## src/lsu_cfg.svh

```systemverilog
`ifndef LSU_CFG_SVH
`define LSU_CFG_SVH

// ------------------------------------------------------------
// datapath widths
// ------------------------------------------------------------
`define LSU_XLEN    64
`define LSU_BE_W    8

// scoreboard tag width
`define LSU_TID_W   3

// ------------------------------------------------------------
// virtual address space
// ------------------------------------------------------------
// bits XLEN-1 down to VA_BITS-1 must be copies of one another
`define LSU_VA_BITS 39

`endif

```

## src/lsu_pkg.sv

```systemverilog
`include "lsu_cfg.svh"

package lsu_pkg;

    // load/store operator as sent by issue
    typedef enum logic [3:0] {
        LD, LW, LWU, LH, LHU, LB, LBU,
        SD, SW, SH, SB
    } lsu_op_e;

    // RISC-V exception cause codes raised here
    typedef enum logic [5:0] {
        LD_ADDR_MISALIGNED = 6'd4,
        ST_ADDR_MISALIGNED = 6'd6,
        LOAD_PAGE_FAULT    = 6'd13,
        STORE_PAGE_FAULT   = 6'd15
    } lsu_cause_e;

    typedef struct packed {
        logic                 valid;
        lsu_cause_e           cause;
        logic [`LSU_XLEN-1:0] tval;   // faulting address
    } lsu_ex_t;

    // one load or store on its way to memory
    typedef struct packed {
        logic                  valid;
        logic [`LSU_XLEN-1:0]  vaddr;
        logic [`LSU_XLEN-1:0]  wdata;
        logic [`LSU_BE_W-1:0]  be;
        logic                  is_store;
        lsu_op_e               op;
        logic [`LSU_TID_W-1:0] trans_id;
        lsu_ex_t               ex;
    } lsu_req_t;

    // ------------------------------------------------------------
    // data memory port, req/gnt/rvalid
    // ------------------------------------------------------------
    typedef struct packed {
        logic                 req;
        logic                 we;
        logic [`LSU_XLEN-1:0] addr;
        logic [`LSU_BE_W-1:0] be;
        logic [`LSU_XLEN-1:0] wdata;
    } mem_req_t;

    typedef struct packed {
        logic                 gnt;
        logic                 rvalid;
        logic [`LSU_XLEN-1:0] rdata;
    } mem_rsp_t;

endpackage

```

## src/lsu_addr_gen.sv

```systemverilog
`timescale 1ns/1ps
`include "lsu_cfg.svh"

module lsu_addr_gen
    import lsu_pkg::*;
(
    input  logic                  valid_i,
    input  logic                  fu_store_i,
    input  lsu_op_e               operator_i,
    input  logic [`LSU_XLEN-1:0]  operand_a_i,
    input  logic [`LSU_XLEN-1:0]  operand_b_i,
    input  logic [`LSU_XLEN-1:0]  imm_i,
    input  logic [`LSU_TID_W-1:0] trans_id_i,
    output lsu_req_t              req_o
);

    logic [`LSU_XLEN-1:0] vaddr;
    logic [2:0]           offset;
    logic [1:0]           size_log2;
    logic [`LSU_BE_W-1:0] width_mask;
    logic                 misaligned;
    logic                 canonical;

    assign vaddr  = operand_a_i + imm_i;
    assign offset = vaddr[2:0];

    // ------------------------------------------------------------
    // access size and byte enables
    // ------------------------------------------------------------
    always_comb begin : size_decode
        unique case (operator_i)
            LD, SD:       size_log2 = 2'd3;
            LW, LWU, SW:  size_log2 = 2'd2;
            LH, LHU, SH:  size_log2 = 2'd1;
            default:      size_log2 = 2'd0;
        endcase
    end

    always_comb begin : mask_decode
        unique case (size_log2)
            2'd3:    width_mask = 8'hff;
            2'd2:    width_mask = 8'h0f;
            2'd1:    width_mask = 8'h03;
            default: width_mask = 8'h01;
        endcase
    end

    // low address bits below the access size must be zero
    always_comb begin : align_check
        unique case (size_log2)
            2'd3:    misaligned = |offset;
            2'd2:    misaligned = |offset[1:0];
            2'd1:    misaligned = offset[0];
            default: misaligned = 1'b0;
        endcase
    end

    // upper bits all ones or all zeros
    assign canonical = (&vaddr[`LSU_XLEN-1:`LSU_VA_BITS-1]) ||
                       !(|vaddr[`LSU_XLEN-1:`LSU_VA_BITS-1]);

    // ------------------------------------------------------------
    // request assembly
    // ------------------------------------------------------------
    always_comb begin : build_req
        req_o.valid    = valid_i;
        req_o.vaddr    = vaddr;
        req_o.wdata    = operand_b_i << {offset, 3'b000};
        req_o.be       = width_mask << offset;
        req_o.is_store = fu_store_i;
        req_o.op       = operator_i;
        req_o.trans_id = trans_id_i;

        req_o.ex.valid = misaligned || !canonical;
        req_o.ex.cause = fu_store_i ? ST_ADDR_MISALIGNED : LD_ADDR_MISALIGNED;
        req_o.ex.tval  = vaddr;
        // page fault wins over misalignment
        if (!canonical) begin
            req_o.ex.cause = fu_store_i ? STORE_PAGE_FAULT : LOAD_PAGE_FAULT;
        end
    end

endmodule

```

## src/lsu_load_align.sv

```systemverilog
`timescale 1ns/1ps
`include "lsu_cfg.svh"

module lsu_load_align
    import lsu_pkg::*;
(
    input  lsu_op_e              op_i,
    input  logic [2:0]           offset_i,
    input  logic [`LSU_XLEN-1:0] rdata_i,
    output logic [`LSU_XLEN-1:0] data_o
);

    logic [`LSU_XLEN-1:0] shifted;

    // addressed byte moves down to lane 0
    assign shifted = rdata_i >> {offset_i, 3'b000};

    always_comb begin : extend
        unique case (op_i)
            LB:      data_o = {{(`LSU_XLEN-8){shifted[7]}}, shifted[7:0]};
            LBU:     data_o = {{(`LSU_XLEN-8){1'b0}}, shifted[7:0]};
            LH:      data_o = {{(`LSU_XLEN-16){shifted[15]}}, shifted[15:0]};
            LHU:     data_o = {{(`LSU_XLEN-16){1'b0}}, shifted[15:0]};
            LW:      data_o = {{(`LSU_XLEN-32){shifted[31]}}, shifted[31:0]};
            LWU:     data_o = {{(`LSU_XLEN-32){1'b0}}, shifted[31:0]};
            // full doubleword
            default: data_o = shifted;
        endcase
    end

endmodule

```

## src/lsu_issue_buffer.sv

```systemverilog
`timescale 1ns/1ps

module lsu_issue_buffer
    import lsu_pkg::*;
(
    input  logic     clk_i,
    input  logic     rst_ni,
    input  lsu_req_t req_i,
    input  logic     pop_i,
    output lsu_req_t head_o,
    output logic     ready_o
);

    lsu_req_t [1:0] mem_q;
    logic           rd_ptr_q;
    logic           wr_ptr_q;
    logic [1:0]     cnt_q;

    logic empty;
    logic bypass;
    logic push;
    logic pop;

    assign empty   = (cnt_q == 2'd0);
    assign ready_o = empty;

    // empty buffer hands the incoming request straight through
    assign head_o = empty ? req_i : mem_q[rd_ptr_q];

    assign bypass = empty && pop_i;
    assign push   = req_i.valid && ready_o && !bypass;
    assign pop    = pop_i && !empty;

    // ------------------------------------------------------------
    // pointers and fill level
    // ------------------------------------------------------------
    always_ff @(posedge clk_i or negedge rst_ni) begin
        if (!rst_ni) begin
            rd_ptr_q <= 1'b0;
            wr_ptr_q <= 1'b0;
            cnt_q    <= 2'd0;
        end else begin
            if (push) begin
                wr_ptr_q <= ~wr_ptr_q;
            end
            if (pop) begin
                rd_ptr_q <= ~rd_ptr_q;
            end
            unique case ({push, pop})
                2'b10:   cnt_q <= cnt_q + 2'd1;
                2'b01:   cnt_q <= cnt_q - 2'd1;
                default: cnt_q <= cnt_q;
            endcase
        end
    end

    // storage
    always_ff @(posedge clk_i) begin
        if (push) begin
            mem_q[wr_ptr_q] <= req_i;
        end
    end

    // controller only takes a valid head
    assert property (@(posedge clk_i) disable iff (!rst_ni) pop_i |-> head_o.valid)
        else $error("pop with no valid request at the head");

endmodule

```

## src/lsu_mem_ctrl.sv

```systemverilog
`timescale 1ns/1ps
`include "lsu_cfg.svh"

module lsu_mem_ctrl
    import lsu_pkg::*;
(
    input  logic                  clk_i,
    input  logic                  rst_ni,
    input  lsu_req_t              head_i,
    output logic                  pop_o,
    output mem_req_t              mem_req_o,
    input  mem_rsp_t              mem_rsp_i,
    output logic                  valid_o,
    output logic [`LSU_TID_W-1:0] trans_id_o,
    output logic [`LSU_XLEN-1:0]  result_o,
    output lsu_ex_t               ex_o
);

    typedef enum logic [1:0] {
        S_IDLE,
        S_REQ,
        S_WAIT_RD
    } state_e;

    state_e state_q, state_d;

    mem_req_t              mreq_q;
    logic [`LSU_TID_W-1:0] tid_q;
    lsu_op_e               ld_op_q;
    logic [2:0]            ld_off_q;
    logic [`LSU_XLEN-1:0]  ld_data;

    logic take;
    logic fault_done;
    logic store_done;
    logic load_done;

    assign take       = (state_q == S_IDLE) && head_i.valid;
    assign pop_o      = take;
    assign fault_done = take && head_i.ex.valid;
    assign store_done = (state_q == S_REQ) && mem_rsp_i.gnt && mreq_q.we;
    assign load_done  = (state_q == S_WAIT_RD) && mem_rsp_i.rvalid;

    // ------------------------------------------------------------
    // access FSM
    // ------------------------------------------------------------
    always_comb begin : next_state
        state_d = state_q;
        unique case (state_q)
            S_IDLE: begin
                // faults retire here and never touch memory
                if (take && !head_i.ex.valid) begin
                    state_d = S_REQ;
                end
            end
            S_REQ: begin
                if (mem_rsp_i.gnt) begin
                    state_d = mreq_q.we ? S_IDLE : S_WAIT_RD;
                end
            end
            S_WAIT_RD: begin
                if (mem_rsp_i.rvalid) begin
                    state_d = S_IDLE;
                end
            end
            default: state_d = S_IDLE;
        endcase
    end

    always_ff @(posedge clk_i or negedge rst_ni) begin
        if (!rst_ni) begin
            state_q <= S_IDLE;
        end else begin
            state_q <= state_d;
        end
    end

    // request payload and load context, held for the whole access
    always_ff @(posedge clk_i) begin
        if (take) begin
            mreq_q.req   <= 1'b1;
            mreq_q.we    <= head_i.is_store;
            mreq_q.addr  <= head_i.vaddr;
            mreq_q.be    <= head_i.be;
            mreq_q.wdata <= head_i.wdata;
            tid_q        <= head_i.trans_id;
            ld_op_q      <= head_i.op;
            ld_off_q     <= head_i.vaddr[2:0];
        end
    end

    always_comb begin : drive_port
        mem_req_o     = mreq_q;
        mem_req_o.req = (state_q == S_REQ);
    end

    lsu_load_align i_load_align (
        .op_i     ( ld_op_q             ),
        .offset_i ( ld_off_q            ),
        .rdata_i  ( mem_rsp_i.rdata     ),
        .data_o   ( ld_data             )
    );

    // ------------------------------------------------------------
    // result register
    // ------------------------------------------------------------
    always_ff @(posedge clk_i or negedge rst_ni) begin
        if (!rst_ni) begin
            valid_o    <= 1'b0;
            trans_id_o <= '0;
            result_o   <= '0;
            ex_o       <= '0;
        end else begin
            valid_o <= fault_done || store_done || load_done;
            if (fault_done) begin
                trans_id_o <= head_i.trans_id;
                result_o   <= '0;
                ex_o       <= head_i.ex;
            end else if (store_done) begin
                trans_id_o <= tid_q;
                result_o   <= '0;
                ex_o       <= '0;
            end else if (load_done) begin
                trans_id_o <= tid_q;
                result_o   <= ld_data;
                ex_o       <= '0;
            end
        end
    end

    // a stalled request must not change under the memory
    assert property (@(posedge clk_i) disable iff (!rst_ni)
        (mem_req_o.req && !mem_rsp_i.gnt) |=> $stable(mem_req_o))
        else $error("memory request changed while waiting for grant");

endmodule

```

## src/lsu_top.sv

```systemverilog
`timescale 1ns/1ps
`include "lsu_cfg.svh"

module lsu_top
    import lsu_pkg::*;
(
    input  logic                  clk_i,
    input  logic                  rst_ni,
    // issue side
    input  logic                  lsu_valid_i,
    input  logic                  fu_store_i,
    input  lsu_op_e               operator_i,
    input  logic [`LSU_XLEN-1:0]  operand_a_i,
    input  logic [`LSU_XLEN-1:0]  operand_b_i,
    input  logic [`LSU_XLEN-1:0]  imm_i,
    input  logic [`LSU_TID_W-1:0] trans_id_i,
    output logic                  lsu_ready_o,
    // data memory
    output mem_req_t              mem_req_o,
    input  mem_rsp_t              mem_rsp_i,
    // writeback
    output logic                  lsu_valid_o,
    output logic [`LSU_TID_W-1:0] lsu_trans_id_o,
    output logic [`LSU_XLEN-1:0]  lsu_result_o,
    output lsu_ex_t               lsu_ex_o
);

    lsu_req_t new_req;
    lsu_req_t head;
    logic     pop;

    lsu_addr_gen i_addr_gen (
        .valid_i     ( lsu_valid_i ),
        .fu_store_i  ( fu_store_i  ),
        .operator_i  ( operator_i  ),
        .operand_a_i ( operand_a_i ),
        .operand_b_i ( operand_b_i ),
        .imm_i       ( imm_i       ),
        .trans_id_i  ( trans_id_i  ),
        .req_o       ( new_req     )
    );

    lsu_issue_buffer i_issue_buffer (
        .clk_i   ( clk_i       ),
        .rst_ni  ( rst_ni      ),
        .req_i   ( new_req     ),
        .pop_i   ( pop         ),
        .head_o  ( head        ),
        .ready_o ( lsu_ready_o )
    );

    lsu_mem_ctrl i_mem_ctrl (
        .clk_i      ( clk_i          ),
        .rst_ni     ( rst_ni         ),
        .head_i     ( head           ),
        .pop_o      ( pop            ),
        .mem_req_o  ( mem_req_o      ),
        .mem_rsp_i  ( mem_rsp_i      ),
        .valid_o    ( lsu_valid_o    ),
        .trans_id_o ( lsu_trans_id_o ),
        .result_o   ( lsu_result_o   ),
        .ex_o       ( lsu_ex_o       )
    );

endmodule

```

## config.mk

```make
export PLATFORM = sky130hd
export DESIGN_NAME = lsu_top
export DESIGN_NICKNAME = d
export VERILOG_FILES = /design/src/lsu_pkg.sv /design/src/lsu_addr_gen.sv /design/src/lsu_load_align.sv /design/src/lsu_issue_buffer.sv /design/src/lsu_mem_ctrl.sv /design/src/lsu_top.sv
export VERILOG_INCLUDE_DIRS = /design/src /design/src/src
export SDC_FILE = /design/constraint.sdc
export NUM_CORES = 1
export LEC_CHECK = 0
export ABC_AREA = 0
export BUFFER_PORTS_ARGS = -buffer_cell sky130_fd_sc_hd__buf_2
export CORE_ASPECT_RATIO = 0.5
export CORE_MARGIN = 1.5
export CORE_UTILIZATION = 45
export CTS_BUF_LIST = sky130_fd_sc_hd__clkbuf_4
export CTS_CLUSTER_SIZE = 28
export DETAILED_ROUTE_END_ITERATION = 10
export PLACE_DENSITY = 0.78
export SKIP_CTS_REPAIR_TIMING = 1
export SYNTH_ARGS = -nofsm -noshare
export SYNTH_HDL_FRONTEND = slang
export SYNTH_SLANG_ARGS = --single-unit
export TNS_END_PERCENT = 5
```

## constraint.sdc

```tcl
create_clock -name clk_i -period 25.5 [get_ports clk_i]
set_clock_uncertainty 0.1 [all_clocks]
set_input_delay 1.275 -clock clk_i [delete_from_list [all_inputs] [get_ports clk_i]]
set_output_delay 1.275 -clock clk_i [all_outputs]
set_load 0.01 [all_outputs]
```

==> flow_summary_export.csv <==
group,metric,value,unit
die,die_y,187.5,um
die,die_w,372.1,um
run,cap_violations,0,
clocking,clk_pin_slew,0.07,ns
critical_path,critPathLaunch,"imm_i[0]",
detailed_routing,wl_per_cell,22.76,um
clocking,cts_buffer_depth,3,
final_layout,area_growth,17.08,%
critical_path,criticalPathCategory,"input port to flop",
final_layout,postLayoutCoreUtil,53.44,%
critical_path,worstPathMaxFanout,36,
synth,yosys_warnings,0,
detailed_routing,drt_first_pass_iters,6,
critical_path,r2r-start,"i_issue_buffer.cnt_q[0]$_DFFE_PN0P_",
die,rows,67,
timing,tightest_slew,1.212,ns
timing,rsz0062_at_grt,"false",
synth,seq_area_frac_synth,54.42,%
detailed_routing,drt_iter0_drc,2461,
detailed_routing,avgViaCountPerCell,5.766,
detailed_routing,routed_wl,97470,um
synth,ys_top_cells_by_area,"edfxtp_1 (43%), dfrtp_1 (12%), mux2i_1 (6.9%)",
critical_path,worst_setup_path_end_kind,"flop",
synth,synthFlopType,"edfxtp_1",
grt,grt_overflow,0,
grt,grt_max_degree,179,
detailed_routing,drc_errors,0,
timing,layout_setup_ws,18.95,ns
synth,synth.top_cell.area_share,42.91,%
synth,synthArstFlopShare,24.35,%
final_layout,fin_cells,4282,
pwr,finalPower,4.054,mW
synth,ys_types,85,
timing,finalHoldViolCount,0,
placement,gp_congestion,0.9660,
timing,slew_headroom,19.06,%
clocking,cts_root_buffer,"clkbuf_4",
final_layout,fin_area,35880,um^2
detailed_routing,ant_nets,0,
grt,antenna_found_initial,8,
critical_path,endpoint,"i_mem_ctrl.ex_o[16]$_DFFE_PN0P_",
synth,yosys.cell_count.top_type,"edfxtp_1",
grt,grt_pass1_vias,23970,
critical_path,reg2regPathDepth,6,
timing,slew_viol_final,0,
pwr,ir_drop,0.0001046,V
pwr,powerDensity,113.0,nW/um^2
clocking,numCtsBuffers,138,
synth,synth_edf_count,438,
timing,finalCriticalPeriod,6.548,ns
grt,grt_pass1_wl,145400,um
die,core_area,67150,um^2
clocking,clock_latency,0.90,ns
timing,setup_violations,0,
timing,setup-tns-final,0,ns
critical_path,cp.required,26.15,ns
grt,track_usage,27.29,%
placement,pre_cts_slack,18.19,ns
timing,timing.fmax,152.7,MHz
die,die_area,69780,um^2
synth,yosys_register_bits,579,
critical_path,r2r_end,"i_issue_buffer.mem_q[324]$_DFFE_PP_",
final_layout,finalNetCount,3615,
placement,dp_cells,4034,
timing,fin_hold_ws,0.2856,ns
die,start_util,45.65,%
clocking,cts_tree,"yes",
placement,dpl-instance-area,34050,um^2
pwr,leakage,14.78,nW
critical_path,crit_arrival,7.20,ns
die,io_pins,547,
synth,synth_common_cells,"edfxtp_1 (438), nand2_1 (302), o21ai_0 (263)",
critical_path,r2r_slack,20.09,ns
critical_path,cp-start-kind,"input port",
placement,dpl.hpwl,70130,um
worst_hold_path,hp-class,"input port to asynchronous set/reset pin",
status,status,"complete, no violations",
timing,period_share,25.68,%
clocking,cts_max_level,4,
synth,syn_area,30650,um^2
synth,yosysTopAreaCell,"edfxtp_1",
synth,synth.avg_cell_area,11.15,um^2
final_layout,drive_above_1_share,28.27,%
detailed_routing,dr_total_vias,24690,
placement,io_buffers,544,
clocking,cts_num_sinks,579,
synth,synth_cells,2749,
==> how the worst min path moves through the flow <==
| stage | slack [ns] | end | cells past startpoint | from |
|---|---|---|---|---|
| 6_report | 0.29 | i_mem_ctrl.ex_o[21]$_DFFE_PN0P_ | 1 | rst_ni |
| 5_1_grt | 0.27 | i_mem_ctrl.ex_o[25]$_DFFE_PN0P_ | 1 | rst_ni |
| 4_1_cts | 0.24 | i_mem_ctrl.result_o[20]$_DFFE_PN0P_ | 1 | rst_ni |
| 3_5_place_dp | 0.37 | i_issue_buffer.cnt_q[1]$_DFFE_PN0P_ | 1 | i_issue_buffer.cnt_q[1]$_DFFE_PN0P_ |
| 3_3_place_gp | 0.35 | i_issue_buffer.cnt_q[1]$_DFFE_PN0P_ | 1 | i_issue_buffer.cnt_q[1]$_DFFE_PN0P_ |
| 2_1_floorplan | 0.33 | i_issue_buffer.cnt_q[1]$_DFFE_PN0P_ | 1 | i_issue_buffer.cnt_q[1]$_DFFE_PN0P_ |
==> sequential cells by signal (all words and copies together), names as in the netlist <==
signal                   cells
i_mem_ctrl.state_q           2
i_mem_ctrl.valid_o           1
i_issue_buffer.cnt_q         2
i_issue_buffer.mem_q       294
i_issue_buffer.rd_ptr_q      1
i_mem_ctrl.result_o         64
i_mem_ctrl.ld_off_q          2
i_issue_buffer.wr_ptr_q      1
i_mem_ctrl.trans_id_o        3
i_mem_ctrl.mem_req_o       135
i_mem_ctrl.tid_q             3
i_mem_ctrl.ex_o             67
i_mem_ctrl.ld_op_q           4
==> per-layer routing <==
metal | track usage, % | share of wire (%)
met5 | 0 | 0
met2 | 43.62 | 48
met4 | 12.01 | 4.0
met1 | 36.47 | 42
met3 | 4.819 | 6.1
==> report_power, final <==
| part | switching, mW | internal (mW) | leakage [nW] |
|---|---|---|---|
| clock | 0.382 | 0.417 | 1.09 |
| combinational | 1.10 | 0.628 | 7.79 |
| sequential | 0.138 | 1.39 | 5.90 |
| total | 1.62 | 2.44 | 14.8 |
==> logic make-up (layout without fill, tap and decap cells) <==
family                   count (synthesis)  after routing  share of synthesized area, %
AND/OR/NAND/NOR                        738            738                         11.14
AO/OA/AOI/OAI                          736            736                         14.68
flip-flops                             579            579                         54.42
multiplexers                           336            336                         12.00
buffers and inverters                  227            855                         3.078
adder cells (fa/ha/maj)                 69             69                         2.841
XOR/XNOR                                63             63                         1.825
other                                    1              9                       0.01223
==> cells in the final DEF, fill, tap and decap left out, types with 21 or more instances in the layout <==
cell and instances:
nor2_1 170, xnor2_1 37, and2_1 85, buf_4 30, clkbuf_4 211, inv_1 35
dfrtp_1 140, buf_2 543, o21ai_0 263, o21a_1 24, nand2_1 302, mux2i_1 210
a21oi_1 205, a31oi_1 25, edfxtp_1 438, o2bb2ai_1 37, nand4_1 40, mux2_2 108
ha_1 67, xor2_1 24, nand3_1 30, nor3_1 25, a211oi_1 21, a22o_1 26
==> final cells by class <==
type / instances / area, um^2
Tap cell: 897 / 1122
Clock buffer: 211 / 1584
Fill cell: 5850 / 31260
Timing Repair Buffer: 575 / 2974
Multi-Input combinational cell: 1944 / 13110
Inverter: 39 / 153.9
Antenna cell: 7 / 17.52
Clock inverter: 30 / 234.0
Sequential cell: 579 / 16680
==> worst max-delay path, cell delays in order <==
cell and delay (ns):
buf_2 0.12, ha_4 0.14, inv_1 0.05, fa_4 0.46
nand2b_1 0.20, a21oi_1 0.48, o21bai_1 0.18, a21oi_1 0.23
nor2_1 0.11, o31ai_1 0.72, a31oi_1 0.20, xnor2_1 0.25
or4_1 0.57, nor4_2 0.46, o211ai_4 0.17, nand2_2 0.56
buf_4 0.58, mux2_2 0.41
Note: power is estimated with default switching activity, not from simulation.
